**config.mk**
```make
export PLATFORM = sky130hd
export DESIGN_NAME = touch_family_sel
export DESIGN_NICKNAME = d
export VERILOG_FILES = /design/src/touch_pkg.sv /design/src/touch_family_sel.sv
export SDC_FILE = /design/constraint.sdc
export NUM_CORES = 1
export LEC_CHECK = 0
export BUFFER_PORTS_ARGS = -buffer_cell sky130_fd_sc_hd__buf_2
export CAP_MARGIN = 5
export CORE_UTILIZATION = 49
export DETAILED_ROUTE_END_ITERATION = 8
export PLACE_DENSITY_LB_ADDON = 0.1
export SKIP_CTS_REPAIR_TIMING = 1
export SLEW_MARGIN = 20
export SYNTH_ARGS = -nofsm -noshare
export SYNTH_HDL_FRONTEND = slang
export SYNTH_SLANG_ARGS = --single-unit
export TNS_END_PERCENT = 100
```
**constraint.sdc**
```tcl
create_clock -name clk -period 2.4 [get_ports clk]
set_clock_uncertainty 0.05 [all_clocks]
set_input_delay 0.24 -clock clk [delete_from_list [all_inputs] [get_ports clk]]
set_output_delay 0.24 -clock clk [all_outputs]
set_load 0.01 [all_outputs]
```
**src/touch_pkg.sv**
```systemverilog
// bus types, register map, family tables and default delays for the touch controller
package touch_pkg;

    // ********************
    // bus and payload types
    typedef logic [7:0]  i2c_byte_t;          // one data byte
    typedef logic [15:0] i2c_addr_t;          // register address
    typedef logic [6:0]  slave_addr_t;        // 7-bit device address
    typedef logic [7:0]  reg_num_t;           // bytes per transfer
    typedef logic [15:0] coord_t;             // one axis

    typedef struct packed {
        coord_t x;                            // upper half
        coord_t y;
    } touch_data_t;

    // ********************
    // device addressing
    localparam slave_addr_t FT_SLAVE_ADDR = 7'h38;
    localparam slave_addr_t GT_SLAVE_ADDR = 7'h14;
    localparam logic        FT_BIT_CTRL   = 1'b0;     // 8-bit register address
    localparam logic        GT_BIT_CTRL   = 1'b1;     // 16-bit register address

    localparam i2c_addr_t FT_VERSION_REG = 16'h00A1;
    localparam reg_num_t  FT_VERSION_LEN = 8'd2;      // version is two bytes
    localparam i2c_addr_t FT_STATUS_REG  = 16'h0002;
    localparam i2c_addr_t GT_STATUS_REG  = 16'h814E;
    localparam i2c_addr_t FT_POINT1_REG  = 16'h0003;
    localparam i2c_addr_t GT_POINT1_REG  = 16'h8150;

    // ********************
    // FT configuration writes, entry 0 goes out first
    localparam int NUM_FT_CFG = 4;
    localparam i2c_addr_t [NUM_FT_CFG-1:0] FT_CFG_ADDR =
        {16'h0088, 16'h0080, 16'h00A4, 16'h0000}; // period, threshold, int mode, device mode
    localparam i2c_byte_t [NUM_FT_CFG-1:0] FT_CFG_DATA =
        {8'd12, 8'd22, 8'd0, 8'd0};

    // family tables
    localparam int NUM_GT_IDS = 3;
    localparam logic [NUM_GT_IDS-1:0][15:0] GT_LCD_IDS = {16'h1018, 16'h4342, 16'h4384};
    localparam int NUM_FT_VERSIONS = 4;
    localparam logic [NUM_FT_VERSIONS-1:0][15:0] FT_VERSIONS =
        {16'h0000, 16'h0002, 16'h0001, 16'h3003};

    localparam logic [3:0] MAX_POINTS = 4'd5;         // highest legal touch count

    // ********************
    // default delays in clock cycles
    localparam int unsigned DEF_IDLE_CYCLES   = 10;
    localparam int unsigned DEF_RST_CYCLES    = 10_000;
    localparam int unsigned DEF_SETTLE_CYCLES = 50_000;
    localparam int unsigned DEF_POLL_CYCLES   = 20_000;

endpackage

```
**src/touch_family_sel.sv**
```systemverilog
// FT/GT family decision from the LCD identifier and the FT version bytes
`timescale 1ns/100ps
module touch_family_sel
    import touch_pkg::*;
(
    input  logic        clk,
    input  logic        rst_n,
    input  logic [15:0] lcd_id,
    input  i2c_byte_t   i2c_data_r,
    input  logic        ver_hi_load,
    input  logic        ver_lo_load,
    input  logic        ver_nack,
    input  logic        judge,
    output logic        gt_panel,
    output logic        ft_flag
);

    localparam logic [15:0] NACK_VERSION = 16'h4754;  // "GT", not in the FT table

    logic [15:0] version;
    logic        ft_version;

    always_comb begin
        gt_panel = 1'b0;
        for (int i = 0; i < NUM_GT_IDS; i++) begin
            if (lcd_id == GT_LCD_IDS[i]) begin
                gt_panel = 1'b1;
            end
        end
    end

    always_comb begin
        ft_version = 1'b0;
        for (int i = 0; i < NUM_FT_VERSIONS; i++) begin
            if (version == FT_VERSIONS[i]) begin
                ft_version = 1'b1;
            end
        end
    end

    // version bytes arrive high first
    always_ff @(posedge clk) begin
        if (ver_nack) begin
            version <= NACK_VERSION;          // no answer at the FT address
        end else if (ver_hi_load) begin
            version[15:8] <= i2c_data_r;
        end else if (ver_lo_load) begin
            version[7:0] <= i2c_data_r;
        end
    end

    always_ff @(posedge clk or negedge rst_n) begin
        if (!rst_n) begin
            ft_flag <= 1'b0;
        end else if (judge) begin
            ft_flag <= !gt_panel && ft_version;
        end
    end

endmodule

```
After elaboration in Yosys (flattened, before gate mapping) --
Cells that the tools add are included.
Operators by class: add/sub/neg operators 0, multiply operators 0, divide/modulo/power cells 0, order comparisons 0, eq/ne operators 6, shifts and indexed selects 0, multiplexer cells 7, bitwise operators 1, reduce and logical (&&, ||, !) cells 4
Operators with widths (number):
- 16-bit by 15-bit equality test with 1-bit output, second input constant | 2
- 16-bit by 1-bit equality test with 1-bit output, second input constant | 1
- 16-bit by 13-bit equality test with 1-bit output, second input constant | 1
- 16-bit by 14-bit equality test with 1-bit output, second input constant | 1
- 16-bit by 2-bit equality test with 1-bit output, second input constant | 1
- 16-bit zero test | 1
- 1-bit 2-to-1 mux | 7
- 2-bit AND reduction | 1
- 1-bit logical AND | 1
- 1-bit zero test | 1
- 1-bit inverter | 1
Word-level totals: bits in registers 17, latch bits 0, RAM bits 0, bits in read-only memories 0, memories kept 0

Depth between registers and ports, before layout --
word-level depth 6, depth in mapped cells 4, gate-level depth less buffers 4

Least setup slack after synthesis --
No wires, ideal clock.
kind input-to-reg, from input lcd_id[5], to register ft_flag, library setup time 137 ps, arrival 1170 ps, data required time 2213 ps, path slack 1043 ps, cell stages on the path 3, path buffers 0, cells stage by stage or4_4 > a211oi_2 > o32ai_2
Between the ends: longest elaborated chain between the ends 6
Ends and longest elaborated chain:
- start: declaration | RTL line touch_family_sel.sv:8 | input logic [15:0] lcd_id,
- 16-bit by 15-bit equality test with 1-bit output | RTL line touch_family_sel.sv:26 | if (lcd_id == GT_LCD_IDS[i]) begin
- 1-bit 2-to-1 mux (2 in a row) | RTL line touch_family_sel.sv:26
- 1-bit 2-to-1 mux * | RTL line touch_family_sel.sv:26
- via gt_panel | RTL line touch_family_sel.sv:14 | output logic gt_panel,
- 1-bit zero test * | RTL line touch_family_sel.sv:56 | ft_flag <= !gt_panel && ft_version;
- 1-bit logical AND * | RTL line touch_family_sel.sv:56
- end signal: assignment | RTL line touch_family_sel.sv:56
- end: declaration | RTL line touch_family_sel.sv:15 | output logic ft_flag
Mark *: on every way through the listed nets, which the timed path passes. The rest lies on a longest branch. A chain may end at the register's enable or synchronous reset.

Worst setup path in the final report --
from input lcd_id[0], to output gt_panel
Between the ends: longest elaborated chain between the ends 4
Ends and longest elaborated chain (RTL line):
- 16-bit by 15-bit equality test with 1-bit output | touch_family_sel.sv:26
- 1-bit 2-to-1 mux (2 in a row) | touch_family_sel.sv:26
- 1-bit 2-to-1 mux * | touch_family_sel.sv:26
- end: declaration | touch_family_sel.sv:14
Mark *: on every way between the ends. The rest lies on a longest branch, timed or not.

==> results.sh <==
export IMPL_status="finished, final reports clean"
export IMPL_grt_pass1_wl_um=2770
export IMPL_firstDrtPassIters=4
export IMPL_drc=0
export IMPL_initial_core_util=0.557
export IMPL_cts_buffers=3
export IMPL_h_tree_depth=1
export IMPL_antenna_found_initial=0
export IMPL_track_usage=0.219
export IMPL_wl_um=1670
export IMPL_dp_hpwl_um=1290
export IMPL_portBuffers=31
export IMPL_timing_rr_start="version[10]"
export IMPL_hold_viol_final=0
export IMPL_synth_distinct_cells=26
export IMPL_synth_area_um2=769
export IMPL_first_iter_violations=9
export IMPL_dpl_instance_area_um2=927
export IMPL_core_area_um2=1380
export IMPL_ir_drop_mv=0.297
export IMPL_cts_tree="done"
export IMPL_overflow=0
export IMPL_min_path_type="input port to register"
export IMPL_clock_sinks=17
export IMPL_yosysWarnings=0
export IMPL_clockBufferDepth=2
export IMPL_reg2regPathDepth=4
export IMPL_root_buffer="clkbuf_4"
export IMPL_endpoint="gt_panel"
export IMPL_avgSynthCellArea_um2=9.16
export IMPL_finalSetupViolations=0
export IMPL_rsz0062_at_grt="false"
export IMPL_relSlewSlack=0.645
export IMPL_clk_pin_slew_ns=0.09
export IMPL_finalCritPeriodShare=0.651
export IMPL_seq_area_frac_synth=0.449
export IMPL_antenna_left=0
export IMPL_grt_max_degree=17
export IMPL_area_growth_pct=25.2
export IMPL_post_route_min_period_ns=1.56
export IMPL_cp_max_fo=2
export IMPL_worstSkewPairLatency_ns=0.30
export IMPL_fin_tns_setup_ns=0
export IMPL_drt_vias_per_instance=5.45
export IMPL_drv_slew=0
export IMPL_max_freq_mhz=641
export IMPL_crit_type="input port to primary output"
export IMPL_rows=13
export IMPL_crit_start="lcd_id[0]"
export IMPL_nets=147
export IMPL_gp_congestion=0.752
export IMPL_synth_seq_cells=17
export IMPL_worst_pin_slew_ns=0.531
export IMPL_drive_above_1_share=0.345
export IMPL_netlist_instances=84
export IMPL_leakagePower_nw=0.429
export IMPL_antennaDiodeCount=0
export IMPL_design_area_um2=963
export IMPL_die_width_um=41.6
export IMPL_wl_per_cell_um=12.8
export IMPL_fp_dieH_um=41.6
export IMPL_synth_nets=114
export IMPL_maxCapViolCount=0
export IMPL_endpoint_kind="primary output"
export IMPL_crit_required_ns=2.11
export IMPL_dieArea_um2=1730
export IMPL_arrival_ns=1.27
export IMPL_cp_start_kind="input port"
export IMPL_num_vias=714
export IMPL_powerDensity_nw_per_um2=557
export IMPL_r2r_end="ft_flag"
export IMPL_reg2reg_slack_ns=0.93
export IMPL_io_pins=32
export IMPL_first_global_vias=631
cell usage after synthesis:
library cell	count	area share
nor2b_2	1	0.011
nor4_1	2	0.016
mux2i_1	4	0.052
and3_1	1	0.0081
nor4b_1	1	0.011
inv_1	1	0.0049
dfrtp_1	1	0.033
nand2_1	16	0.078
dfxtp_1	16	0.42
buf_1	1	0.0049
o32ai_2	1	0.021
clkbuf_1	2	0.0098
nor2_1	6	0.029
a211oi_2	1	0.016
o2111ai_1	1	0.011
nor3_2	1	0.013
a21oi_1	6	0.039
nand2b_1	1	0.0081
a211o_1	4	0.046
nor2b_1	5	0.041
buf_2	1	0.0065
a211oi_1	1	0.0098
or4_4	2	0.029
nor4bb_1	3	0.039
nand4_1	2	0.016
nand3b_1	3	0.029
state kept, by name (all words and copies together) (netlist names):
register	flops
version	16
ft_flag	1
how the worst min path moves through the flow:
stage                        startpoint          to  slack [ns]  cells past startpoint
final                             judge     ft_flag        0.09                      2
after global routing      i2c_data_r[0]  version[8]        0.08                      2
after CTS                         rst_n     ft_flag       -0.37                      1
after detailed placement          rst_n     ft_flag       -0.04                      1
after global placement            rst_n     ft_flag       -0.04                      1
after floorplan                   rst_n     ft_flag       -0.11                      0
cell type report:
cell class                      instances  area (um2)
Multi-Input combinational cell         62         404
Inverter                                1        3.75
Clock buffer                            4        26.3
Sequential cell                        17         345
Tap cell                               15        18.8
Fill cell                             100         419
Timing Repair Buffer                   32         165
report_power, final:
| group | switching, mW | internal [mW] | leakage (nW) | total, mW |
|---|---|---|---|---|
| clock network | 0.0904 | 0.0649 | 0.0150 | 0.155 |
| logic | 0.0350 | 0.0396 | 0.268 | 0.0746 |
| registers | 0.00894 | 0.298 | 0.146 | 0.307 |
per-stage QoR:
step / power (mW) / setup WS [ns] / hold slack (ns) / instances / util
3_5_place_dp: 0.387 / 0.831 / -0.0351 / 126 / 0.671
4_1_cts: 0.545 / 0.830 / -0.374 / 130 / 0.690
3_3_place_gp: 0.384 / 0.883 / -0.0352 / 126 / 0.671
5_1_grt: 0.569 / 0.748 / 0.0819 / 131 / 0.697
2_1_floorplan: 0.351 / 1.04 / -0.106 / 84 / -
6_report: 0.537 / 0.839 / 0.0913 / 131 / 0.697
routing by layer:
layer  vias up  part of all wire  global-route usage  wire length (um)
met5         -                 0                   0                 0
met4         0             0.029               0.135                48
met2        15              0.49               0.353               827
li1        367                 -                   -                 -
met3         5             0.044              0.0826                74
met1       327              0.43               0.240               720
layout by cell type, fill, tap and decap left out:
cell type | synthesis | routed
a211o_1 | 4 | 4
a211oi_1 | 1 | 1
a211oi_2 | 1 | 1
a21oi_1 | 6 | 6
and3_1 | 1 | 1
buf_2 | 1 | 31
clkbuf_1 | 2 | 1
clkbuf_4 | 0 | 3
dfrtp_1 | 1 | 1
dfxtp_1 | 16 | 16
dlygate4sd3_1 | 0 | 1
inv_1 | 1 | 1
mux2i_1 | 4 | 4
nand2_1 | 16 | 16
nand2b_1 | 1 | 1
nand3b_1 | 3 | 3
nand4_1 | 2 | 2
nor2_1 | 6 | 6
nor2b_1 | 5 | 5
nor2b_2 | 1 | 1
nor3_2 | 1 | 1
nor4_1 | 2 | 2
nor4b_1 | 1 | 1
nor4bb_1 | 3 | 3
o2111ai_1 | 1 | 1
o32ai_2 | 1 | 1
or4_4 | 2 | 2
cells by family after synthesis:
kind of cell	Yosys count	synth area share
mux	4	0.0520
buf+inv	5	0.0260
flops	17	0.449
compound gates	14	0.143
simple gates	44	0.330
critical path, cell delays in order:
cell and delay, ns:
buf_2 0.11, nor4bb_1 0.31, nand4_1 0.16, a211oi_2 0.28, buf_2 0.18
Power figures use the tool's default switching activity.
