==> config.mk <==
export PLATFORM = sky130hd
export DESIGN_NAME = touch_cmd_seq
export DESIGN_NICKNAME = d
export VERILOG_FILES = /design/src/touch_pkg.sv /design/src/touch_cmd_seq.sv
export SDC_FILE = /design/constraint.sdc
export NUM_CORES = 1
export LEC_CHECK = 0
export BUFFER_PORTS_ARGS = -buffer_cell sky130_fd_sc_hd__buf_4
export CAP_MARGIN = 20
export CORE_ASPECT_RATIO = 0.5
export CORE_UTILIZATION = 50
export DETAILED_ROUTE_END_ITERATION = 10
export PLACE_DENSITY = 0.77
export SLEW_MARGIN = 20
export SYNTH_ARGS = -nofsm -noshare
export SYNTH_HDL_FRONTEND = slang
export SYNTH_SLANG_ARGS = --single-unit
==> constraint.sdc <==
create_clock -name clk -period 2.05 [get_ports clk]
set_input_delay 0.3075 -clock clk [delete_from_list [all_inputs] [get_ports clk]]
set_output_delay 0.3075 -clock clk [all_outputs]
set_load 0.03 [all_outputs]
==> src/touch_pkg.sv <==
// bus types, register map, family tables and default delays for the touch controller
package touch_pkg;

    // ********************
    // bus and payload types
    typedef logic [7:0]  i2c_byte_t;          // one data byte
    typedef logic [15:0] i2c_addr_t;          // register address
    typedef logic [6:0]  slave_addr_t;        // 7-bit device address
    typedef logic [7:0]  reg_num_t;           // bytes per transfer
    typedef logic [15:0] coord_t;             // one axis

    typedef struct packed {
        coord_t x;                            // upper half
        coord_t y;
    } touch_data_t;

    // ********************
    // device addressing
    localparam slave_addr_t FT_SLAVE_ADDR = 7'h38;
    localparam slave_addr_t GT_SLAVE_ADDR = 7'h14;
    localparam logic        FT_BIT_CTRL   = 1'b0;     // 8-bit register address
    localparam logic        GT_BIT_CTRL   = 1'b1;     // 16-bit register address

    localparam i2c_addr_t FT_VERSION_REG = 16'h00A1;
    localparam reg_num_t  FT_VERSION_LEN = 8'd2;      // version is two bytes
    localparam i2c_addr_t FT_STATUS_REG  = 16'h0002;
    localparam i2c_addr_t GT_STATUS_REG  = 16'h814E;
    localparam i2c_addr_t FT_POINT1_REG  = 16'h0003;
    localparam i2c_addr_t GT_POINT1_REG  = 16'h8150;

    // ********************
    // FT configuration writes, entry 0 goes out first
    localparam int NUM_FT_CFG = 4;
    localparam i2c_addr_t [NUM_FT_CFG-1:0] FT_CFG_ADDR =
        {16'h0088, 16'h0080, 16'h00A4, 16'h0000}; // period, threshold, int mode, device mode
    localparam i2c_byte_t [NUM_FT_CFG-1:0] FT_CFG_DATA =
        {8'd12, 8'd22, 8'd0, 8'd0};

    // family tables
    localparam int NUM_GT_IDS = 3;
    localparam logic [NUM_GT_IDS-1:0][15:0] GT_LCD_IDS = {16'h1018, 16'h4342, 16'h4384};
    localparam int NUM_FT_VERSIONS = 4;
    localparam logic [NUM_FT_VERSIONS-1:0][15:0] FT_VERSIONS =
        {16'h0000, 16'h0002, 16'h0001, 16'h3003};

    localparam logic [3:0] MAX_POINTS = 4'd5;         // highest legal touch count

    // ********************
    // default delays in clock cycles
    localparam int unsigned DEF_IDLE_CYCLES   = 10;
    localparam int unsigned DEF_RST_CYCLES    = 10_000;
    localparam int unsigned DEF_SETTLE_CYCLES = 50_000;
    localparam int unsigned DEF_POLL_CYCLES   = 20_000;

endpackage

==> src/touch_cmd_seq.sv <==
// FSM issuing the probe, configuration, status poll and coordinate transfers
`timescale 1ns/100ps
module touch_cmd_seq
    import touch_pkg::*;
#(
    parameter int unsigned POLL_CYCLES = DEF_POLL_CYCLES
) (
    input  logic        clk,
    input  logic        rst_n,
    input  logic        power_done,
    input  logic        gt_panel,
    input  logic        ft_flag,
    input  logic        touch_valid,
    input  logic        i2c_done,
    input  logic        i2c_ack,               // high = no acknowledge
    input  logic        once_byte_done,
    output slave_addr_t slave_addr,
    output logic        i2c_exec,
    output logic        i2c_rh_wl,
    output i2c_addr_t   i2c_addr,
    output i2c_byte_t   i2c_data_w,
    output logic        bit_ctrl,
    output reg_num_t    reg_num,
    output logic        ver_hi_load,
    output logic        ver_lo_load,
    output logic        ver_nack,
    output logic        judge,
    output logic        status_load,
    output logic        coord_byte_load
);

    // one-hot phases
    localparam logic [4:0] PH_WAIT_PWR = 5'b00001;
    localparam logic [4:0] PH_PROBE    = 5'b00010;
    localparam logic [4:0] PH_CONFIG   = 5'b00100;
    localparam logic [4:0] PH_POLL     = 5'b01000;
    localparam logic [4:0] PH_COORD    = 5'b10000;

    localparam int unsigned POLL_W = $clog2(POLL_CYCLES + 1);
    localparam logic [POLL_W-1:0] POLL_LAST = POLL_W'(POLL_CYCLES - 1);

    logic [4:0]        phase;
    logic [2:0]        step;
    logic [1:0]        cfg_idx;
    logic [2:0]        byte_cnt;              // bytes seen in the current read
    logic [POLL_W-1:0] poll_cnt;
    logic              byte_ok;
    slave_addr_t       fam_slave;
    logic              fam_bit;
    i2c_addr_t         status_reg;
    i2c_addr_t         point_reg;

    assign byte_ok    = once_byte_done && !i2c_ack;
    assign fam_slave  = ft_flag ? FT_SLAVE_ADDR : GT_SLAVE_ADDR;
    assign fam_bit    = ft_flag ? FT_BIT_CTRL : GT_BIT_CTRL;
    assign status_reg = ft_flag ? FT_STATUS_REG : GT_STATUS_REG;
    assign point_reg  = ft_flag ? FT_POINT1_REG : GT_POINT1_REG;

    // ********************
    // capture strobes, valid in the cycle the byte is on i2c_data_r
    assign ver_hi_load = (phase == PH_PROBE) && (step == 3'd1) && byte_ok &&
                         (byte_cnt == 3'd0);
    assign ver_lo_load = (phase == PH_PROBE) && (step == 3'd1) && byte_ok &&
                         (byte_cnt == 3'd1);
    assign ver_nack        = (phase == PH_PROBE) && (step == 3'd1) && i2c_done && i2c_ack;
    assign status_load     = (phase == PH_POLL) && (step == 3'd2) && byte_ok;
    assign coord_byte_load = (phase == PH_COORD) && (step == 3'd1) && byte_ok;

    // load one request and fire exec
    task automatic issue(input slave_addr_t sa, input logic bc, input logic rd,
                         input i2c_addr_t addr, input i2c_byte_t wdata,
                         input reg_num_t num);
        slave_addr <= sa;
        bit_ctrl   <= bc;
        i2c_rh_wl  <= rd;
        i2c_addr   <= addr;
        i2c_data_w <= wdata;
        reg_num    <= num;
        i2c_exec   <= 1'b1;
        byte_cnt   <= '0;
    endtask

    always_ff @(posedge clk or negedge rst_n) begin
        if (!rst_n) begin
            phase      <= PH_WAIT_PWR;
            step       <= '0;
            cfg_idx    <= '0;
            byte_cnt   <= '0;
            poll_cnt   <= '0;
            judge      <= 1'b0;
            slave_addr <= '0;
            i2c_exec   <= 1'b0;
            i2c_rh_wl  <= 1'b0;
            i2c_addr   <= '0;
            i2c_data_w <= '0;
            bit_ctrl   <= 1'b0;
            reg_num    <= '0;
        end else begin
            i2c_exec <= 1'b0;                 // single-cycle pulses
            judge    <= 1'b0;
            if (once_byte_done) begin
                byte_cnt <= byte_cnt + 1'b1;
            end
            case (phase)
                PH_WAIT_PWR: begin
                    if (power_done) begin
                        phase <= PH_PROBE;
                        step  <= 3'd0;
                    end
                end
                PH_PROBE: begin
                    case (step)
                        3'd0: begin
                            if (gt_panel) begin
                                judge <= 1'b1;    // lcd id already decides
                                step  <= 3'd2;
                            end else begin
                                issue(FT_SLAVE_ADDR, FT_BIT_CTRL, 1'b1, FT_VERSION_REG,
                                      8'd0, FT_VERSION_LEN);
                                step <= 3'd1;
                            end
                        end
                        3'd1: begin
                            if (i2c_done) begin
                                judge <= 1'b1;
                                step  <= 3'd2;
                            end
                        end
                        3'd2: step <= 3'd3;       // ft_flag settles here
                        default: begin
                            step  <= 3'd0;
                            phase <= ft_flag ? PH_CONFIG : PH_POLL;
                        end
                    endcase
                end
                PH_CONFIG: begin
                    if (step == 3'd0) begin
                        issue(FT_SLAVE_ADDR, FT_BIT_CTRL, 1'b0, FT_CFG_ADDR[cfg_idx],
                              FT_CFG_DATA[cfg_idx], 8'd1);
                        step <= 3'd1;
                    end else if (i2c_done) begin
                        step <= 3'd0;             // nack repeats the same entry
                        if (!i2c_ack) begin
                            cfg_idx <= cfg_idx + 1'b1;
                            if (cfg_idx == 2'd3) begin
                                phase <= PH_POLL;
                            end
                        end
                    end
                end
                PH_POLL: begin
                    case (step)
                        3'd0: begin
                            if (poll_cnt == POLL_LAST) begin
                                poll_cnt <= '0;
                                step     <= 3'd1;
                            end else begin
                                poll_cnt <= poll_cnt + 1'b1;
                            end
                        end
                        3'd1: begin
                            issue(fam_slave, fam_bit, 1'b1, status_reg, 8'd0, 8'd1);
                            step <= 3'd2;
                        end
                        3'd2: begin
                            if (i2c_done) begin
                                step <= i2c_ack ? 3'd1 : 3'd3;
                            end
                        end
                        3'd3: begin
                            issue(fam_slave, fam_bit, 1'b0, status_reg, 8'd0, 8'd1);
                            step <= 3'd4;         // clear the status register
                        end
                        default: begin
                            if (i2c_done) begin
                                if (i2c_ack) begin
                                    step <= 3'd3;
                                end else begin
                                    step <= 3'd0;
                                    if (touch_valid) begin
                                        phase <= PH_COORD;
                                    end
                                end
                            end
                        end
                    endcase
                end
                PH_COORD: begin
                    if (step == 3'd0) begin
                        issue(fam_slave, fam_bit, 1'b1, point_reg, 8'd0, 8'd4);
                        step <= 3'd1;
                    end else if (i2c_done) begin
                        step <= 3'd0;             // nack restarts the read
                        if (!i2c_ack) begin
                            phase <= PH_POLL;
                        end
                    end
                end
                default: begin
                    phase <= PH_WAIT_PWR;
                    step  <= 3'd0;
                end
            endcase
        end
    end

endmodule

# [Word level (Yosys, flattened, before mapping)]
# Index checks and enable logic that the tools add are counted.
# Widths: inputs -> output; s select.
[word_totals] regBits=71 input_bits=9 output_inout_bits=48 word_cells=166
[classes] addsub=3 n_lt_le_gt_ge=1 eq_ne=35 mux=87 bitwise=2 n_reduce_logical=25
[op_table] operator="$mux 16" n=8
[op_table] operator="$mux 8" n=11
[op_table] operator="$mux 5" n=13
[op_table] operator="$pmux 16 s4" n=1
[op_table] operator="$pmux 8 s4" n=2
[op_table] operator="$mux 3" n=12
[op_table] operator="$mux 7" n=5
[op_table] operator="$bmux 16 s2" n=1
[op_table] operator="$ne 2x2->1 const B" n=16
[op_table] operator="$pmux 7 s4" n=1
[op_table] operator="$pmux 5 s5" n=1
[op_table] operator="$pmux 3 s4" n=2
[op_table] operator="$pmux 3 s3" n=2
[op_table] operator="$reduce_and 6->1" n=3
[op_table] operator="$bmux 8 s2" n=1
[op_table] operator="$mux 1" n=16
[op_table] operator="$add 15x1->15 const B" n=1
[op_table] operator="$eq 15x15->1 const B" n=1
[op_table] operator="$mux 15" n=1
[op_table] operator="$reduce_and 13->1" n=1
[op_table] operator="$logic_and 1x1->1" n=11
[op_table] operator="$ne 3x3->1 const B" n=3
[op_table] operator="$pmux 1 s4" n=2
[op_table] operator="$eq 3x1->1 const B" n=2
[op_table] operator="28 further kinds" n=36

# [Longest topological paths before layout]
# Gate-level depths: netlist of the first run.
[depth] ltp_word=6 depth_mapped=9 depth_no_buf=6

# [Worst setup path before layout of the first run]
# No wires, ideal clock.
[synth_timing] kind="reg2reg" from="register phase[3]" to="register i2c_addr[7]" arrival_time_ps=1936 required_time_ps=1925 setup_slack_ps=-11 stages_incl_launch_ff=10 period_less_slack_ps=2061 cell_sequence="dfrtp_1 > buf_6 > nor4_4 > and3b_1 > o21ai_2 > a21o_1 > buf_6 > inv_8 > buf_12 > mux2_4"
[synth_via] elab_chain_len=3 word_cells_on_any_way=12 cone_classes="eq/ne (9); mux (1); reduce/logical (2)"
[synth_lines] item="start, declared" line="touch_cmd_seq.sv:42" source="logic [4:0] phase;"
[synth_lines] item="start signal, assigned" line="touch_cmd_seq.sv:132" source="phase <= ft_flag ? PH_CONFIG : PH_POLL;"
[synth_lines] item="$eq 5x3->1, or another cell as far along" line="touch_cmd_seq.sv:104" source="case (phase)"
[synth_lines] item="$ne 2x2->1 (no source line), or another cell as far along"
[synth_lines] item="$reduce_and 6->1 (no source line)"
[synth_lines] item="end signal, assigned" line="touch_cmd_seq.sv:94" source="i2c_addr <= '0;"
[synth_lines] item="end, declared" line="touch_cmd_seq.sv:20" source="output i2c_addr_t i2c_addr,"
# Several ways; a longest one is shown, not always the timed one.
# A chain may end at the register's enable or synchronous reset.

# [Worst setup path in the final report of the first run]
[layout_timing] from="register phase[3]" to="output port ver_hi_load"
[layout_via] elab_chain_len=4
[layout_lines] item="$eq 5x2->1" line="touch_cmd_seq.sv:61" source="assign ver_hi_load = (phase == PH_PROBE) && (step == 3'd1) && byte_ok &&"
[layout_lines] item="$logic_and 1x1->1 (3 in a row)" line="touch_cmd_seq.sv:61"
[layout_lines] item="end, declared" line="touch_cmd_seq.sv:24" source="output logic ver_hi_load,"
# No other way between the ends.

==> impl_metrics.yaml, run 1 <==
synth:
  synth_seq_cells: 48
  synth_enable_flop_cells: 0
  synthTopCellsByArea: "dfrtp_1 (41%), buf_4 (6.0%), ha_1 (3.5%)"
  async_flop_share_pct: 100
  syn_inst: 276
  synth.distinct_cells: 59
  synth_top_cell_area_share_pct: 41.0
  yosysWarnings: 0
  synthFlopType: "dfrtp_1"
  netlist_area_mm2: 0.00287
  synth_area_leader_cell: "dfrtp_1"
  syn_avg_cell_area_um2: 10.4
  synth_seq_area_share_pct: 42.0
status:
  status: "complete, but fails checks"
  violations: "negative setup slack"
global_routing:
  grt_usage_pct: 23.2
  grt_max_degree: 49
  grt_pass1_wl_um: 10800
  grt_pass1_vias: 2188
  grt_overflow_total: 0
  grt_antenna_before_repair: 0
route:
  first_iter_violations: 262
  drtPass1Iterations: 5
  wl_per_cell_um: 16.8
  ant_nets: 0
  wl_um: 6970
  via_per_inst: 5.68
  vias: 2361
  drc: 0
critical_path:
  rr_endpoint: "i2c_addr[4]"
  worstReg2RegStart: "phase[3]"
  r2r_cells: 7
  crit_path_start: "phase[3]"
  endpoint: "ver_hi_load"
  required_ns: 1.74
  crit_path_start_kind: "flip-flop"
  endpoint_kind: "output pin"
  path_class: "flip-flop to output pin"
  critical_path_arrival_ns: 1.83
  critPathMaxFanout: 4
  reg2reg_slack_ns: 0
layout:
  stdcell_count: 416
  diodes: 0
  nets: 359
  stdcell_area_mm2: 0.00358
  nFillCells: 374
  utilization_pct: 65.2
  layout-drive-gt1-share_pct: 35.6
  syn_to_final_growth_pct: 25.0
placement:
  place_congestion: 0.913
  dp.cells: 393
  port_buffers: 38
  place_area_mm2: 0.00321
  dp_hpwl_um: 4550
timing:
  worst_slew_pin_slew_ns: 0.626
  fmax_mhz: 467
  layout_setup_ws_ns: -0.0904
  skew_ns: 0.00815
  final_hold_viol_count: 0
  max_slew_margin_pct: 57.9
  rsz0062_at_grt: "true"
  setup_viol: 4
  tns_ns: -0.281
  period_needed_ns: 2.14
  finalCritPeriodShare_pct: 104
  drv_slew: 0
clock_network:
  path_clk_slew_ns: 0.07
  numCtsBuffers: 5
  clockBufferDepth: 2
  cts_sinks: 48
  clkLatencyLatePin_ns: 0.29
  htreeDepth: 2
  cts-root-buf: "clkbuf_16"
  tritoncts: "built"
floorplanning:
  die_area_mm2: 0.00606
  fp.dieW_um: 109
  start_util_pct: 52.2
  fp.dieH_um: 55.5
  io_pins: 57
  fp-row-count: 19
  core_mm2: 0.00549
power:
  p_seq_share_pct: 30.8
  ir_worst_vdd_uv: 960
  power_density_mw_per_mm2: 1330
  clock_power_share_pct: 19.4
  p_leak_nw: 1.68
  comb_power_share_pct: 49.8
  p_int_mw: 2.78
  switchingPower_mw: 1.98
  switching_share_pct: 41.6
job:
  cap_violations: 0
hold_path:
  hp-class: "input pin to asynchronous set/reset pin"
through the flow:
stage / worst slack, ns / total power, mW / hold WS [ns]
2_1_floorplan: 0.00313 / 2.96 / 0.0119
3_3_place_gp: 0.0339 / 3.38 / 0.346
3_5_place_dp: -0.0663 / 3.45 / 0.359
4_1_cts: 0.000449 / 4.48 / 0.0546
5_1_grt: -0.177 / 5.00 / 0.0693
6_report: -0.0904 / 4.77 / 0.0202
worst max-delay path, cell delays in order, from the launching register on:
cell and delay, ns:
dfrtp_1 0.45, buf_4 0.19, nor4_4 0.20, buf_4 0.22, nand2_4 0.08, nor3_4 0.11
and2_1 0.14, buf_4 0.15
repair_timing:
action	CTS	global route
pin swaps	2	7
hold buffers	0	0
buffers inserted	5	10
resized for setup	7	15
cloned	0	0
endpoints found under the hold margin	0	0
setup endpoints to repair	8	16
cell usage in the layout, fill, tap and decap left out, types with 7 or more instances in the layout:
cell type,synthesis,routed
nor2_1,22,21
nand3_1,16,16
dfrtp_1,47,44
nand4_1,8,8
o21ai_0,7,7
nand2_1,13,12
mux2_2,7,7
xnor2_1,11,11
inv_1,11,11
buf_4,23,74
ha_1,8,8
conb_1,1,18
Yosys cell counts (6+ instances only):
cell and number:
buf_4 23, mux2i_1 6, o21ai_0 7, dfrtp_1 47, nand4_1 8, mux2_2 7
nand2_1 13, nand3_1 16, nor2_1 22, a21oi_1 6, nor3_1 7, inv_1 11
xnor2_1 11, ha_1 8
power by group through the flow:
stage / sequential [mW] / clock [mW] / combinational (mW)
2_1_floorplan: 1.62 / 0 / 1.35
3_3_place_gp: 1.44 / 0 / 1.94
3_5_place_dp: 1.47 / 0 / 1.98
4_1_cts: 1.45 / 0.933 / 2.10
5_1_grt: 1.49 / 0.980 / 2.53
6_report: 1.47 / 0.924 / 2.37
kinds of logic after synthesis:
| group | Yosys count | share of synthesized area, % |
|---|---|---|
| DFF | 48 | 42.0 |
| xor gates and xnor gates | 15 | 4.58 |
| AOI/OAI and AO/OA | 40 | 10.7 |
| and+or+nand+nor | 101 | 21.3 |
| other | 1 | 0.131 |
| adders and majority gates | 8 | 3.49 |
| muxes | 17 | 6.68 |
| buffers and inverters | 46 | 11.2 |
routing by layer:
| metal | vias up | track usage [%] | wire [um] |
|---|---|---|---|
| li1 | 1070 | - | - |
| met1 | 1146 | 31.9 | 2960 |
| met2 | 129 | 37.1 | 3410 |
| met3 | 16 | 5.67 | 485 |
| met4 | 0 | 5.21 | 113 |
| met5 | - | 0 | 0 |
worst min-delay path by stage:
stage / cells past startpoint / from / to / slack, ns
after global routing: 1 / rst_n / poll_cnt[13] / 0.07
after detailed placement: 1 / rst_n / poll_cnt[12] / 0.36
after CTS: 1 / rst_n / phase[3] / 0.05
final: 1 / rst_n / poll_cnt[13] / 0.02
after global placement: 1 / rst_n / poll_cnt[12] / 0.35
after floorplan: 0 / rst_n / bit_ctrl / 0.01
state kept, by name (all words and copies together) (netlist names), 2 cells and up:
name / cells
i2c_data_w: 3
phase: 5
cfg_idx: 2
reg_num: 3
byte_cnt: 3
i2c_addr: 8
poll_cnt: 15
step: 3
slave_addr: 2
cell type report:
class	count	area [um2]	share of cell area [%]
sequential	48	1210	33.7
clock inverter	2	35.0	0.978
clock buffer	6	129	3.60
timing repair buffer	76	572	16.0
tap	73	91.3	2.55
multi-input combinational	199	1500	41.8
inverter	12	52.6	1.47
Power figures use the tool's default switching activity.
==> run 2, diff against run 1 <==
--- a/config.mk
+++ b/config.mk
@@ -10,6 +10,7 @@
 export CORE_ASPECT_RATIO = 0.5
 export CORE_UTILIZATION = 50
 export DETAILED_ROUTE_END_ITERATION = 10
+export MAX_ROUTING_LAYER = met4
 export PLACE_DENSITY = 0.77
 export SLEW_MARGIN = 20
 export SYNTH_ARGS = -nofsm -noshare
==> run 2 against run 1 <==
Core utilization rose by 0.39 points. Highest routed layer unchanged. Routed wire length is 3.6% lower. Cell count decreased by 0.24%. Count of clock-buffer cells in the layout stayed put. Register-to-register slack hardly changed. Power fell by 0.55%. Design area is 0.59% higher. First-iteration DRC count is 7.6% lower. Sequential power about the same. The flow still finishes with violations (negative setup slack).
==> impl_metrics.yaml, run 2 (same netlist as run 1, synthesis figures left out) <==
global_routing:
  grt_pass1_vias: 2327
  grt_max_degree: 49
  grt_pass1_wl_um: 11100
  grt_usage_pct: 24.5
  grt_antenna_before_repair: 0
  grt_overflow_total: 0
timing:
  rsz0062_at_grt: "true"
  max_slew_margin_pct: 59.7
  period_needed_ns: 2.08
  worst_slew_pin_slew_ns: 0.604
  hold_ws_ns: 0.0206
  tns_ns: -0.0508
  skew_ns: 0.00614
  final_hold_viol_count: 0
  layout_setup_ws_ns: -0.0276
  finalCritPeriodShare_pct: 101
  setup_viol: 4
  drv_slew: 0
  fmax_mhz: 481
layout:
  stdcell_area_mm2: 0.00360
  syn_to_final_growth_pct: 25.8
  regArea_mm2: 0.00121
  regMostFlops: "poll_cnt"
  stdcell_count: 415
  nFillCells: 406
  final_common_cell: "buf_4"
  mostFrequentLayoutCells: "buf_4 (71), dfrtp_1 (43), nor2_1 (21)"
  layout-drive-gt1-share_pct: 37.1
  multiInputGateArea_mm2: 0.00150
  largest_reg_flops: 15
  nets: 358
  diodes: 0
  reg_top3: "poll_cnt: 15 flops, i2c_addr: 8 flops, phase: 5 flops"
floorplanning:
  die_area_mm2: 0.00606
  fp-row-count: 19
  fp.dieH_um: 55.5
  fp.dieW_um: 109
  core_mm2: 0.00549
  io_pins: 57
  start_util_pct: 52.2
route:
  first_iter_violations: 242
  vias: 2347
  wl_per_cell_um: 16.2
  drtPass1Iterations: 5
  drc: 0
  via_per_inst: 5.66
  wl_um: 6720
  ant_nets: 0
power:
  power_density_mw_per_mm2: 1320
  switching_share_pct: 40.8
  p_leak_nw: 1.66
  switchingPower_mw: 1.94
  ir_worst_vdd_uv: 732
  p_int_mw: 2.81
  clock_power_share_pct: 19.3
  p_seq_share_pct: 30.5
  comb_power_share_pct: 50.2
  finalPower_mw: 4.74
placement:
  place_congestion: 0.937
  place_area_mm2: 0.00321
  dp_hpwl_um: 4480
  dp.cells: 393
  port_buffers: 38
clock_network:
  tritoncts: "built"
  cts-root-buf: "clkbuf_16"
  path_clk_slew_ns: 0.06
  numCtsBuffers: 5
  htreeDepth: 2
  cts_sinks: 48
  clockBufferDepth: 2
  ctsHoldBuffers: 0
  clkLatencyLatePin_ns: 0.29
critical_path:
  worstReg2RegStart: "phase[2]"
  r2r_cells: 7
  critPathMaxFanout: 8
  reg2reg_slack_ns: -0.01
  path_class: "flip-flop to output pin"
  rr_endpoint: "step[0]"
  crit_path_start_kind: "flip-flop"
  required_ns: 1.74
  critical_path_arrival_ns: 1.77
  endpoint_kind: "output pin"
status:
  violations: "negative setup slack"
  status: "complete, but fails checks"
hold_path:
  hp-class: "input pin to asynchronous set/reset pin"
job:
  cap_violations: 0
run 2: cell count changes in the layout (fill, tap and decap cells not counted), moves of 2 or more:
cell / change
nand3_2: +2
nand3_1: -2
buf_4: -3
buf_6: +3
nor3_2: +3
nor3_4: -2
run 2: metrics by stage:
step / util [%] / setup WS [ns]
floorplan: - / 0.00313
global placement: 58.5 / 0.0299
detailed placement: 58.5 / -0.0180
CTS: 63.4 / -0.0231
global route: 65.6 / -0.109
finish: 65.6 / -0.0276
run 2: power groups by stage:
stage	Clock [mW]	Combinational (mW)	Sequential [mW]
2_1_floorplan	0	1.35	1.62
3_3_place_gp	0	1.94	1.44
3_5_place_dp	0	1.99	1.46
4_1_cts	0.925	2.20	1.43
5_1_grt	0.978	2.53	1.47
6_report	0.917	2.38	1.44
run 2: what timing repair did:
item                                    CTS  global route
pin swaps                                 5             5
buffers inserted                          9             5
resized for setup                        11            18
endpoints found under the setup margin   12            21
run 2: worst max path at each step:
stage	start	end
floorplan	phase[2]	i2c_addr[7]
global placement	poll_cnt[7]	step[0]
detailed placement	phase[4]	poll_cnt[12]
CTS	phase[4]	ver_nack
global route	phase[4]	coord_byte_load
finish	phase[4]	coord_byte_load
run 2: layout make-up:
class / count / share of cell area (%)
Clock buffer: 6 / 3.58
Clock inverter: 2 / 0.972
Inverter: 12 / 1.70
Multi-Input combinational cell: 199 / 41.7
Sequential cell: 48 / 33.5
Tap cell: 73 / 2.53
Timing Repair Buffer: 75 / 16.0
run 2: per-layer routing:
| layer | GRT usage [%] | routed length (um) | vias up |
|---|---|---|---|
| met5 | - | 0 | - |
| met4 | 8.49 | 167 | 0 |
| met3 | 4.49 | 333 | 21 |
| met2 | 38.4 | 3280 | 96 |
| met1 | 32.1 | 2940 | 1161 |
| li1 | - | - | 1069 |
run 2: worst max-delay path, stage by stage (launching register included):
cell,delay [ns]
dfrtp_2,0.48
buf_4,0.17
nand2b_1,0.09
or4_4,0.45
nor2_1,0.12
buf_4,0.17
