File: src/touch_pkg.sv
// bus types, register map, family tables and default delays for the touch controller
package touch_pkg;

    // ********************
    // bus and payload types
    typedef logic [7:0]  i2c_byte_t;          // one data byte
    typedef logic [15:0] i2c_addr_t;          // register address
    typedef logic [6:0]  slave_addr_t;        // 7-bit device address
    typedef logic [7:0]  reg_num_t;           // bytes per transfer
    typedef logic [15:0] coord_t;             // one axis

    typedef struct packed {
        coord_t x;                            // upper half
        coord_t y;
    } touch_data_t;

    // ********************
    // device addressing
    localparam slave_addr_t FT_SLAVE_ADDR = 7'h38;
    localparam slave_addr_t GT_SLAVE_ADDR = 7'h14;
    localparam logic        FT_BIT_CTRL   = 1'b0;     // 8-bit register address
    localparam logic        GT_BIT_CTRL   = 1'b1;     // 16-bit register address

    localparam i2c_addr_t FT_VERSION_REG = 16'h00A1;
    localparam reg_num_t  FT_VERSION_LEN = 8'd2;      // version is two bytes
    localparam i2c_addr_t FT_STATUS_REG  = 16'h0002;
    localparam i2c_addr_t GT_STATUS_REG  = 16'h814E;
    localparam i2c_addr_t FT_POINT1_REG  = 16'h0003;
    localparam i2c_addr_t GT_POINT1_REG  = 16'h8150;

    // ********************
    // FT configuration writes, entry 0 goes out first
    localparam int NUM_FT_CFG = 4;
    localparam i2c_addr_t [NUM_FT_CFG-1:0] FT_CFG_ADDR =
        {16'h0088, 16'h0080, 16'h00A4, 16'h0000}; // period, threshold, int mode, device mode
    localparam i2c_byte_t [NUM_FT_CFG-1:0] FT_CFG_DATA =
        {8'd12, 8'd22, 8'd0, 8'd0};

    // family tables
    localparam int NUM_GT_IDS = 3;
    localparam logic [NUM_GT_IDS-1:0][15:0] GT_LCD_IDS = {16'h1018, 16'h4342, 16'h4384};
    localparam int NUM_FT_VERSIONS = 4;
    localparam logic [NUM_FT_VERSIONS-1:0][15:0] FT_VERSIONS =
        {16'h0000, 16'h0002, 16'h0001, 16'h3003};

    localparam logic [3:0] MAX_POINTS = 4'd5;         // highest legal touch count

    // ********************
    // default delays in clock cycles
    localparam int unsigned DEF_IDLE_CYCLES   = 10;
    localparam int unsigned DEF_RST_CYCLES    = 10_000;
    localparam int unsigned DEF_SETTLE_CYCLES = 50_000;
    localparam int unsigned DEF_POLL_CYCLES   = 20_000;

endpackage

File: src/touch_report.sv
// status decoding, coordinate assembly with FT reordering and the output register
`timescale 1ns/100ps
module touch_report
    import touch_pkg::*;
(
    input  logic        clk,
    input  logic        rst_n,
    input  logic        ft_flag,
    input  logic        status_load,
    input  logic        coord_byte_load,
    input  i2c_byte_t   i2c_data_r,
    output logic        touch_valid,
    output touch_data_t data
);

    i2c_byte_t   coord_byte [4];              // x lo, x hi, y lo, y hi
    logic [1:0]  byte_idx;
    logic        coord_full;                  // all four bytes held
    logic [3:0]  points;
    coord_t      x_raw;
    coord_t      y_raw;
    touch_data_t data_next;

    assign points = i2c_data_r[3:0];
    assign x_raw  = {coord_byte[1], coord_byte[0]};
    assign y_raw  = {coord_byte[3], coord_byte[2]};

    // FT swaps axes and keeps only 12 bits
    always_comb begin
        if (ft_flag) begin
            data_next.x = {4'd0, y_raw[3:0], y_raw[15:8]};
            data_next.y = {4'd0, x_raw[3:0], x_raw[15:8]};
        end else begin
            data_next.x = x_raw;
            data_next.y = y_raw;
        end
    end

    always_ff @(posedge clk) begin
        if (coord_byte_load) begin
            coord_byte[byte_idx] <= i2c_data_r;
        end
    end

    always_ff @(posedge clk or negedge rst_n) begin
        if (!rst_n) begin
            touch_valid <= 1'b0;
            byte_idx    <= '0;
            coord_full  <= 1'b0;
            data        <= '0;
        end else begin
            coord_full <= coord_byte_load && (byte_idx == 2'd3);
            if (status_load) begin
                // GT also flags a fresh buffer in bit 7
                touch_valid <= (points != 4'd0) && (points <= MAX_POINTS) &&
                               (ft_flag || i2c_data_r[7]);
                byte_idx    <= '0;
            end else if (coord_byte_load) begin
                byte_idx <= byte_idx + 1'b1;
            end
            if (coord_full) begin
                data <= data_next;
            end
        end
    end

endmodule

File: config.mk
export PLATFORM = sky130hd
export DESIGN_NAME = touch_report
export DESIGN_NICKNAME = d
export VERILOG_FILES = /design/src/touch_pkg.sv /design/src/touch_report.sv
export SDC_FILE = /design/constraint.sdc
export NUM_CORES = 1
export LEC_CHECK = 0
export BUFFER_PORTS_ARGS = -buffer_cell sky130_fd_sc_hd__buf_2
export CORE_UTILIZATION = 40
export CTS_CLUSTER_DIAMETER = 40
export DETAILED_ROUTE_END_ITERATION = 10
export PLACE_DENSITY = 0.59
export SLEW_MARGIN = 10
export SYNTH_ARGS = -nofsm -noshare
export SYNTH_HDL_FRONTEND = slang
export SYNTH_SLANG_ARGS = --single-unit
File: constraint.sdc
create_clock -name clk -period 1.51 [get_ports clk]
set_input_delay 0.151 -clock clk [delete_from_list [all_inputs] [get_ports clk]]
set_output_delay 0.151 -clock clk [all_outputs]
set_load 0.01 [all_outputs]
# Word-level counts from Yosys, hierarchy flattened
# Memories as Yosys holds them, arrays and structs flattened.
# Cells that the tools add are included.
dict set report word_totals {
  ff_bits 36
  out_inout_bits 33
  elab_cells 20
  n_memories 1
  inputBits 13
  ram_bits 32
  latchBits 0
  mem_bits_ro 0
}
# memory depth word_bits read_ports rd_clocked_by_memory_dff wr line_no
set memory_table {}
lappend memory_table {coord_byte 4 8 4 0 1 touch_report.sv:16} ;# i2c_byte_t coord_byte [4];
dict set report op_classes {
  reduce_logical 6
  shifts 0
  n_addsub 1
  n_mul 0
  mux 5
  n_bitwise 0
  n_eq_ne 1
  n_lt_le_gt_ge 1
  div 0
}
# cell n
set ops {}
lappend ops {{32-bit two-way mux} 1}
lappend ops {{4-bit by 3-bit <= comparator with 1-bit output (second input constant)} 1}
lappend ops {{2-bit two-way mux} 2}
lappend ops {{4-bit nonzero test} 1}
lappend ops {{1-bit logical AND} 3}
lappend ops {{2-bit by 1-bit adder with 2-bit output (second input constant)} 1}
lappend ops {{2-bit == test (second input constant)} 1}
lappend ops {{1-bit two-way mux} 2}
lappend ops {{2-bit nonzero test} 1}
lappend ops {{1-bit logical OR} 1}

# Longest topological paths before layout
# Gate-level depths: netlist (run 1).
dict set report logic_depth {
  word_depth 3
  mapped_depth 4
  depth_no_buf 4
}

# Least setup slack after synthesis (run 1)
# No wires, ideal clock.
dict set report synth_timing {
  path_kind {register to register}
  startpoint {register byte_idx[0]}
  endpoint {memory coord_byte[2][0] in the netlist's numbering (enable)}
  t_arrival_ns 0.875
  setup_ns 0.332
  period_less_slack_ns 1.206
  required_ns 1.178
  path_buffers 0
  stages_incl_launch_ff 4
  slack_ns 0.304
  path_cell_list {dfrtp_1 inv_1 ha_1 and2_1}
}
# element line_no
set synth_rtl {}
lappend synth_rtl {{start, declared} touch_report.sv:17} ;# logic [1:0] byte_idx;
lappend synth_rtl {{start signal, assigned} touch_report.sv:59} ;# byte_idx <= byte_idx + 1'b1;
lappend synth_rtl {{end, declared} touch_report.sv:16}
# No word-level cell before the write port.

# Final worst setup path (run 1)
dict set report layout_timing {
  startpoint {register byte_idx[0]}
  endpoint {memory coord_byte[2][5] in the netlist's numbering (enable)}
}
# No word-level cell before the write port.

==> summary.md, run 1 <==
| Metric | Value |
|---|---|
| Status | complete, but fails checks |
| Failing checks | design-rule violations |
| Ant. Diodes | 0 |
| Synth-to-layout area growth | 16.7% |
| Fmax | 731 MHz |
| GRT Util Overall | 0.150 |
| Post-DP HPWL | 3190 um |
| Pleak | 1.32 nW |
| R2R Path End | coord_byte[2][5] |
| Clk_lat worst skew | 0.33 ns |
| Drt wl/cell | 14.4 um |
| Max Buffers Root-to-Sink | 2 |
| Remaining Overflow, GRT | 0 |
| Drt initial violations | 117 |
| Commonest non-fill, non-tap cell in the layout | buf_2 |
| Clk_skew | 0.00800 ns |
| First-pass GRT wire length | 7910 um |
| Slew Viols, Final | 0 |
| Routed wire length | 4690 um |
| Critical Path Start | byte_idx[0] |
| Syn nets | 212 |
| Vias/cell | 4.79 |
| Antenna viol nets, final | 0 |
| CTS hold repair buffers | 1 |
| Crit path buf inv count | 1 |
| RSZ-0062 raised after global routing | false |
| CTS Buf Count | 9 |
| Residual DRC | 12 |
| Root Driver | clkbuf_8 |
| Seq/Total Area, Yosys | 0.695 |
| Commonest non-fill, non-tap cells in the layout | buf_2 (45), dfrtp_1 (35), edfxtp_1 (32) |
| Share of layout cells above drive strength 1 | 0.241 |
| Final hold violation count | 0 |
| R2R Path Start | byte_idx[0] |
| Post-Route Utilization | 0.487 |
| Endpoints failing setup | 0 |
| Relative slew margins | 0.717 |
| FF+latch count, synth | 68 |
| Crit-path cells | inv_1 > ha_1 > and2_1 |
| H-tree depth | 3 |
| Core area | 6420 sq um |
| Setup Fix Bufs, Post-CTS | 0 |
| Row cnt | 29 |
| Clock sink total | 68 |
| Max FO, Critical Path | 8 |
| Routability-driven placement congestion ratio | 0.691 |
| CP startpoint kind | flop |
| Syn. warnings | 0 |
| Syn Inst Count | 195 |
| Mapped cell area | 2680 sq um |
| DR vias | 1,562 |
| Final net count | 261 |
| Power Density | 1470 nW/um^2 |
| Hold WC Path Type | in -> reg |
| Initial core utilization | 0.417 |
| Post-synth cell types | 20 |
| Worst path slowest cell | dfrtp_1 |
| I/O pin total | 46 |
| Die width | 83.9 um |
| DRT Pass-1 Iters | 7 |
| Worst EP required | 1.49 ns |
| Worst VDD drop | 0.463 mV |
| Min Tclk post-route | 1.37 ns |
| Critical path arrival | 1.35 ns |
| Reg-to-reg slack, setup | 0.14 ns |
| CP Capture Type | flop |
| Post-CTS Resized | 0 |
| Vias in the first global route | 1,553 |
| Largest net degree at the start of global routing | 65 |
| Critical path class | reg -> reg |
| MaxCap Viol Count | 0 |
| Crit path max-delay family | flip-flops |
| Initial antenna violation count | 0 |
| Worst r2r path cells | 3 |
| Port Buffers | 45 |
| Post-Route Setup TNS | 0 ns |
| Worst path depth | 3 |
| Die area | 7030 sq um |
| Worst-Margin Slew | 0.425 ns |
| Critical path destination | coord_byte[2][5] |
| CTS tree | built |
| Slowest stage delay, CP | 0.42 ns |
| Clock transition at path regs | 0.07 ns |
| Synth Area per Inst | 13.7 sq um |
| Die Ht | 83.9 um |
| Ratio of final minimum period to clock period | 0.905 |
metal layers:
| layer | vias to the layer above | global-route usage | share of wire | wire [um] |
|---|---|---|---|---|
| met2 | 38 | 0.221 | 0.47 | 2200 |
| met3 | 6 | 0.0475 | 0.049 | 231 |
| li1 | 776 | - | - | - |
| met1 | 742 | 0.197 | 0.46 | 2180 |
| met5 | - | 0 | 0 | 0 |
| met4 | 0 | 0.0784 | 0.017 | 81 |
cells in the mapped netlist:
cell type  count  area [sq um]
ha_1           4          50.1
clkbuf_1       2          7.51
xnor2_1        1          8.76
mux2i_1       25           250
a21oi_1       24           120
dfrtp_1       36           901
nor3_1         1          5.00
o22ai_1        1          6.26
o21ai_1        8          40.0
inv_1         12          45.0
nand3b_1       8          60.1
buf_12         2          40.0
nor2_1        26          97.6
nand2_1        1          3.75
buf_6          2          22.5
o2111ai_1      1          8.76
buf_4          1          7.51
and2_1         4          25.0
buf_2          4          20.0
edfxtp_1      32           961
kinds of logic after synthesis:
family,share of synthesized area
compound gates,0.0654
buf+inv,0.0532
fa+ha+maj,0.0187
simple gates,0.0714
mux,0.0934
xor+xnor,0.00327
flops,0.695
registers in the layout (all words and copies together) (netlist names):
register and cells:
byte_idx 2, data 32, coord_byte 32, touch_valid 1
coord_full 1
worst register-to-register path, stage by stage, from the launching register on:
cell and delay [ns]:
dfrtp_1 0.42, inv_1 0.10, ha_1 0.14, and2_1 0.37
per-stage QoR:
step | cell area (sq um) | cells | hold slack, ns | setup WS (ns) | total power, mW
2_1_floorplan | 2680 | 195 | -0.145 | 0.304 | 2.99
3_3_place_gp | 2970 | 309 | 0.112 | 0.216 | 3.41
3_5_place_dp | 2970 | 309 | 0.118 | 0.149 | 3.44
4_1_cts | 3130 | 326 | 0.00173 | 0.134 | 4.66
5_1_grt | 3130 | 326 | 0.0188 | 0.0508 | 4.88
6_report | 3130 | 326 | 0.0160 | 0.143 | 4.59
how the worst min path moves through the flow:
stage                            from  cells past startpoint     endpoint  slack, ns
after detailed placement        rst_n                      1     data[21]       0.12
final                     status_load                      2  byte_idx[1]       0.02
after CTS                 status_load                      2  byte_idx[1]      0.002
after floorplan                 rst_n                      0  byte_idx[0]      -0.14
after global routing      status_load                      2  byte_idx[0]       0.02
after global placement          rst_n                      1     data[20]       0.11
cell type report:
class	count	area, sq um
inverter	12	45.0
clock inverter	3	13.8
timing repair buffer	49	295
fill	588	3290
sequential	68	1860
multi-input combinational	104	676
clock buffer	13	139
tap	77	96.3
power by group:
group          total (mW)  leakage [nW]  internal (mW)  switching [mW]
registers            2.47         0.674           2.30           0.170
clock network        1.21        0.0788          0.588           0.620
logic               0.910         0.568          0.394           0.517
total                4.59          1.32           3.28            1.31
Note: power is estimated with default switching activity, not from simulation.
==> run 2, diff against run 1 <==
--- a/config.mk
+++ b/config.mk
@@ -9,2 +9,3 @@
 export CORE_UTILIZATION = 40
+export CTS_BUF_LIST = sky130_fd_sc_hd__clkbuf_4 sky130_fd_sc_hd__clkbuf_8 sky130_fd_sc_hd__clkbuf_16
 export CTS_CLUSTER_DIAMETER = 40
--- a/constraint.sdc
+++ b/constraint.sdc
@@ -3,2 +3,2 @@
 set_output_delay 0.151 -clock clk [all_outputs]
-set_load 0.01 [all_outputs]
+set_load 0.05 [all_outputs]
==> summary.md, run 2 (synthesized netlist as in run 1, its figures left out) <==
| Metric | Value |
|---|---|
| Commonest non-fill, non-tap cells in the layout | buf_2 (45), dfrtp_1 (35), edfxtp_1 (32) (unchanged) |
| Slew Viols, Final | 0 (unchanged) |
| Critical path arrival | 1.33 ns (was 1.35 ns) |
| Drt initial violations | 108 (was 117) |
| Core area | 6420 sq um (unchanged) |
| GRT Util Overall | 0.150 (about the same) |
| Routed wire length | 4700 um (was 4690 um) |
| CTS Buf Count | 9 (unchanged) |
| Post-Route Setup TNS | 0 ns (unchanged) |
| Die width | 83.9 um (unchanged) |
| Vias/cell | 4.85 (was 4.79) |
| Endpoints failing setup | 0 (unchanged) |
| CP Capture Type | flop (unchanged) |
| Routability-driven placement congestion ratio | 0.691 (unchanged) |
| Final hold violation count | 0 (unchanged) |
| Vias in the first global route | 1,556 (was 1,553) |
| DR vias | 1,582 (was 1,562) |
| MaxCap Viol Count | 0 (unchanged) |
| I/O pin total | 46 (unchanged) |
| Initial antenna violation count | 0 (unchanged) |
| Clock transition at path regs | 0.07 ns (about the same) |
| Status | complete, but fails checks (unchanged) |
| Reg-to-reg slack, setup | 0.15 ns (was 0.14 ns) |
| Worst EP required | 1.49 ns (about the same) |
| Remaining Overflow, GRT | 0 (unchanged) |
| RSZ-0062 raised after global routing | false (unchanged) |
| H-tree depth | 3 (unchanged) |
| Clk_skew | 0.00622 ns (was 0.00800 ns) |
| Die Ht | 83.9 um (unchanged) |
| Share of layout cells above drive strength 1 | 0.257 (was 0.241) |
| Drt wl/cell | 14.4 um (about the same) |
| Pleak | 1.33 nW (was 1.32 nW) |
| Min Tclk post-route | 1.36 ns (was 1.37 ns) |
| Worst VDD drop | 0.595 mV (was 0.463 mV) |
| Largest registers | coord_byte (32), data (32), byte_idx (2) (unchanged) |
| Initial core utilization | 0.417 (unchanged) |
| Row cnt | 29 (unchanged) |
| CP startpoint kind | flop (unchanged) |
| Residual DRC | 12 (unchanged) |
| Ratio of final minimum period to clock period | 0.897 (was 0.905) |
| Post-CTS Resized | 0 (unchanged) |
| Ant. Diodes | 0 (unchanged) |
| Max Buffers Root-to-Sink | 2 (unchanged) |
| Largest net degree at the start of global routing | 65 (unchanged) |
| Clk_lat worst skew | 0.33 ns (about the same) |
| Port Buffers | 45 (unchanged) |
| Fmax | 738 MHz (was 731 MHz) |
| Relative slew margins | 0.715 (was 0.717) |
| Power, Total | 5.61 mW (was 4.59 mW) |
| CTS tree | built (unchanged) |
| Antenna viol nets, final | 0 (unchanged) |
| Final net count | 261 (unchanged) |
| Critical path class | reg -> reg (unchanged) |
| Root Driver | clkbuf_8 (unchanged) |
| Max FO, Critical Path | 8 (unchanged) |
| Die area | 7030 sq um (unchanged) |
| Worst-Margin Slew | 0.428 ns (was 0.425 ns) |
| Commonest non-fill, non-tap cell in the layout | buf_2 (unchanged) |
| DRT Pass-1 Iters | 8 (was 7) |
| Hold WC Path Type | in -> reg (unchanged) |
| Synth-to-layout area growth | 17.3% (was 16.7%) |
| Failing checks | design-rule violations (unchanged) |
| Post-DP HPWL | 3190 um (unchanged) |
| Clock sink total | 68 (unchanged) |
| First-pass GRT wire length | 7910 um (unchanged) |
| Power Density | 1780 nW/um^2 (was 1470 nW/um^2) |
==> run 2: cell counts in the layout (fill, tap and decap cells not counted) <==
Identical to the previous run, type by type.
==> run 2: routing by layer <==
layer | routed length, um | GRT usage | up-vias | share of wire
li1 | - | - | 780 | -
met1 | 2160 | 0.198 | 758 | 0.46
met2 | 2230 | 0.221 | 38 | 0.47
met3 | 221 | 0.0475 | 6 | 0.047
met4 | 85 | 0.0784 | 0 | 0.018
met5 | 0 | 0 | - | 0
==> run 2: what timing repair did <==
item                                   CTS  global route
hold buffers                             1             0
setup buffers                            0             0
endpoints found under the hold margin   16             0
==> run 2: power breakdown <==
group	internal, mW	switching (mW)	total (mW)	leakage, nW
Combinational	0.398	1.47	1.87	0.568
Sequential	2.30	0.170	2.47	0.674
Clock	0.659	0.611	1.27	0.0925
==> run 2: final cells by class <==
class | instances | area [sq um]
Clock buffer | 13 | 154
Clock inverter | 3 | 13.8
Fill cell | 587 | 3280
Inverter | 12 | 45.0
Multi-Input combinational cell | 104 | 676
Sequential cell | 68 | 1860
Tap cell | 77 | 96.3
Timing Repair Buffer | 49 | 295
==> run 2: worst paths after layout <==
check                       startpoint                to  cells after the start
min in group asynchronous        rst_n          data[11]                      2
setup reg to reg           byte_idx[1]  coord_byte[1][4]                      3
hold / removal             status_load       byte_idx[0]                      2
hold reg to reg               data[14]          data[14]                      2
setup / recovery           byte_idx[1]  coord_byte[1][4]                      3
max in group asynchronous        rst_n          data[25]                      3
==> run 2: stage by stage <==
step	hold WS [ns]	utilization	cell area, sq um	instances	setup slack (ns)
4_1_cts	0.000203	0.489	3140	326	0.134
5_1_grt	0.0187	0.489	3140	326	0.0368
3_5_place_dp	0.118	0.462	2970	309	0.149
3_3_place_gp	0.112	0.462	2970	309	0.216
2_1_floorplan	-0.145	-	2680	195	0.304
6_report	0.0190	0.489	3140	326	0.155
==> run 2: critical path: stages (launching register included) <==
cell,delay (ns)
dfrtp_1,0.41
inv_1,0.09
ha_1,0.13
and2_1,0.38
==> run 3, diff against run 2 <==
==> constraint.sdc (replaced) <==
create_clock -name clk -period 1.75 [get_ports clk]
set_input_delay 0.2625 -clock clk [delete_from_list [all_inputs] [get_ports clk]]
set_output_delay 0.2625 -clock clk [all_outputs]
set_load 0.05 [all_outputs]
==> summary.md, run 3 (synthesized netlist as in run 1, its figures left out) <==
| Metric | Value |
|---|---|
| Status | complete, but fails checks (unchanged) |
| Failing checks | design-rule violations (unchanged) |
| Die width | 83.9 um (unchanged) |
| Critical path class | reg -> reg (unchanged) |
| Critical Path Start | byte_idx[0] (was byte_idx[1]) |
| Die area | 7030 sq um (unchanged) |
| Worst EP required | 1.75 ns (was 1.49 ns) |
| Ant. Diodes | 0 (unchanged) |
| Worst VDD drop | 0.534 mV (was 0.595 mV) |
| Die Ht | 83.9 um (unchanged) |
| Post-DP HPWL | 3170 um (was 3190 um) |
| Commonest non-fill, non-tap cell in the layout | buf_2 (unchanged) |
| Commonest non-fill, non-tap cells in the layout | buf_2 (45), dfrtp_1 (35), edfxtp_1 (32) (unchanged) |
| Routability-driven placement congestion ratio | 0.672 (was 0.691) |
| Fmax | 740 MHz (was 738 MHz) |
| CP Capture Type | flop (unchanged) |
| Largest registers | coord_byte (32), data (32), byte_idx (2) (unchanged) |
| CTS Buf Count | 9 (unchanged) |
| Critical path destination | coord_byte[2][2] (was coord_byte[1][4]) |
| Vias/cell | 4.85 (about the same) |
| H-tree depth | 3 (unchanged) |
| Antenna viol nets, final | 0 (unchanged) |
| CTS tree | built (unchanged) |
| GRT Util Overall | 0.151 (was 0.150) |
| Row cnt | 29 (unchanged) |
| Max FO, Critical Path | 8 (unchanged) |
| Drt initial violations | 95 (was 108) |
| Worst hold margin | 0.117 ns (was 0.0190 ns) |
| Max Buffers Root-to-Sink | 2 (unchanged) |
| Critical path arrival | 1.35 ns (was 1.33 ns) |
| DR vias | 1,581 (was 1,582) |
| Post-CTS Resized | 0 (unchanged) |
| Initial antenna violation count | 0 (unchanged) |
| Largest net degree at the start of global routing | 49 (was 65) |
| Initial core utilization | 0.417 (unchanged) |
| Worst r2r path cells | 3 (unchanged) |
| Clock transition at path regs | 0.07 ns (about the same) |
| Ratio of final minimum period to clock period | 0.772 (was 0.897) |
| Port Buffers | 45 (unchanged) |
| Dpl cells | 309 (unchanged) |
| Root Driver | clkbuf_8 (unchanged) |
| Hold WC Path Type | in -> reg (unchanged) |
| Clk_skew | 0.00864 ns (was 0.00622 ns) |
| CP startpoint kind | flop (unchanged) |
| Synth-to-layout area growth | 17.3% (about the same) |
| Slew Viols, Final | 0 (unchanged) |
| Min Tclk post-route | 1.35 ns (was 1.36 ns) |
| Share of layout cells above drive strength 1 | 0.253 (was 0.257) |
| First-pass GRT wire length | 7850 um (was 7910 um) |
| Remaining Overflow, GRT | 0 (unchanged) |
| Worst-Margin Slew | 0.462 ns (was 0.428 ns) |
| R2R Path End | coord_byte[2][2] (was coord_byte[1][4]) |
| Residual DRC | 12 (unchanged) |
| Non-Filler Instances | 326 (unchanged) |
| Final net count | 261 (unchanged) |
| MaxCap Viol Count | 0 (unchanged) |
| Routed wire length | 4730 um (was 4700 um) |
| R2R Path Start | byte_idx[0] (was byte_idx[1]) |
| Power Density | 1570 nW/um^2 (was 1780 nW/um^2) |
| Reg-to-reg slack, setup | 0.40 ns (was 0.15 ns) |
| CTS hold repair buffers | 1 (unchanged) |
| Final hold violation count | 0 (unchanged) |
| Core area | 6420 sq um (unchanged) |
| RSZ-0062 raised after global routing | false (unchanged) |
| Drt wl/cell | 14.5 um (was 14.4 um) |
| I/O pin total | 46 (unchanged) |
| Post-Route Utilization | 0.490 (was 0.489) |
| Post-Route Setup TNS | 0 ns (unchanged) |
| Pleak | 1.34 nW (was 1.33 nW) |
| Vias in the first global route | 1,551 (was 1,556) |
| DRT Pass-1 Iters | 7 (was 8) |
| Setup Fix Bufs, Post-CTS | 0 (unchanged) |
| Relative slew margins | 0.692 (was 0.715) |
| Clk_lat worst skew | 0.34 ns (was 0.33 ns) |
| Clock sink total | 68 (unchanged) |
| Endpoints failing setup | 0 (unchanged) |
| Power, Total | 4.94 mW (was 5.61 mW) |
==> run 3: worst min-delay path by stage <==
stage | start | end | slack [ns] | depth (start not counted)
after floorplan | rst_n | byte_idx[0] | -0.03 | 0
after global placement | rst_n | data[12] | 0.33 | 2
after detailed placement | rst_n | data[28] | 0.34 | 2
after CTS | status_load | byte_idx[0] | 0.10 | 2
after global routing | status_load | byte_idx[0] | 0.10 | 2
final | status_load | byte_idx[1] | 0.12 | 2
==> run 3: power breakdown <==
group          total (mW)  internal, mW  switching [mW]
Sequential           2.12          1.98           0.140
Combinational        1.61         0.341            1.27
Clock                1.21         0.638           0.575
Total                4.94          2.96            1.99
==> run 3: layer usage <==
metal,vias to the layer above,part of all wire,track usage
li1,776,-,-
met1,765,0.49,0.200
met2,34,0.45,0.224
met3,6,0.043,0.0465
met4,0,0.018,0.0799
met5,-,0,0
==> run 3: area by class of cell <==
cell class,count,area (sq um)
fill,594,3280
multi-input combinational,104,676
clock inverter,7,57.6
inverter,12,45.0
timing repair buffer,49,283
tap,77,96.3
clock buffer,9,124
sequential,68,1860
==> run 3: through the flow <==
stage | worst slack (ns) | instance area (sq um)
after floorplan | 0.544 | 2680
after global placement | 0.454 | 2950
after detailed placement | 0.361 | 2950
after global routing | 0.295 | 3140
after CTS | 0.352 | 3140
final | 0.399 | 3140
==> run 3: worst max-delay path, cell delays in order (launching register included) <==
cell,delay (ns)
dfrtp_1,0.42
inv_1,0.10
ha_1,0.14
and2_1,0.36
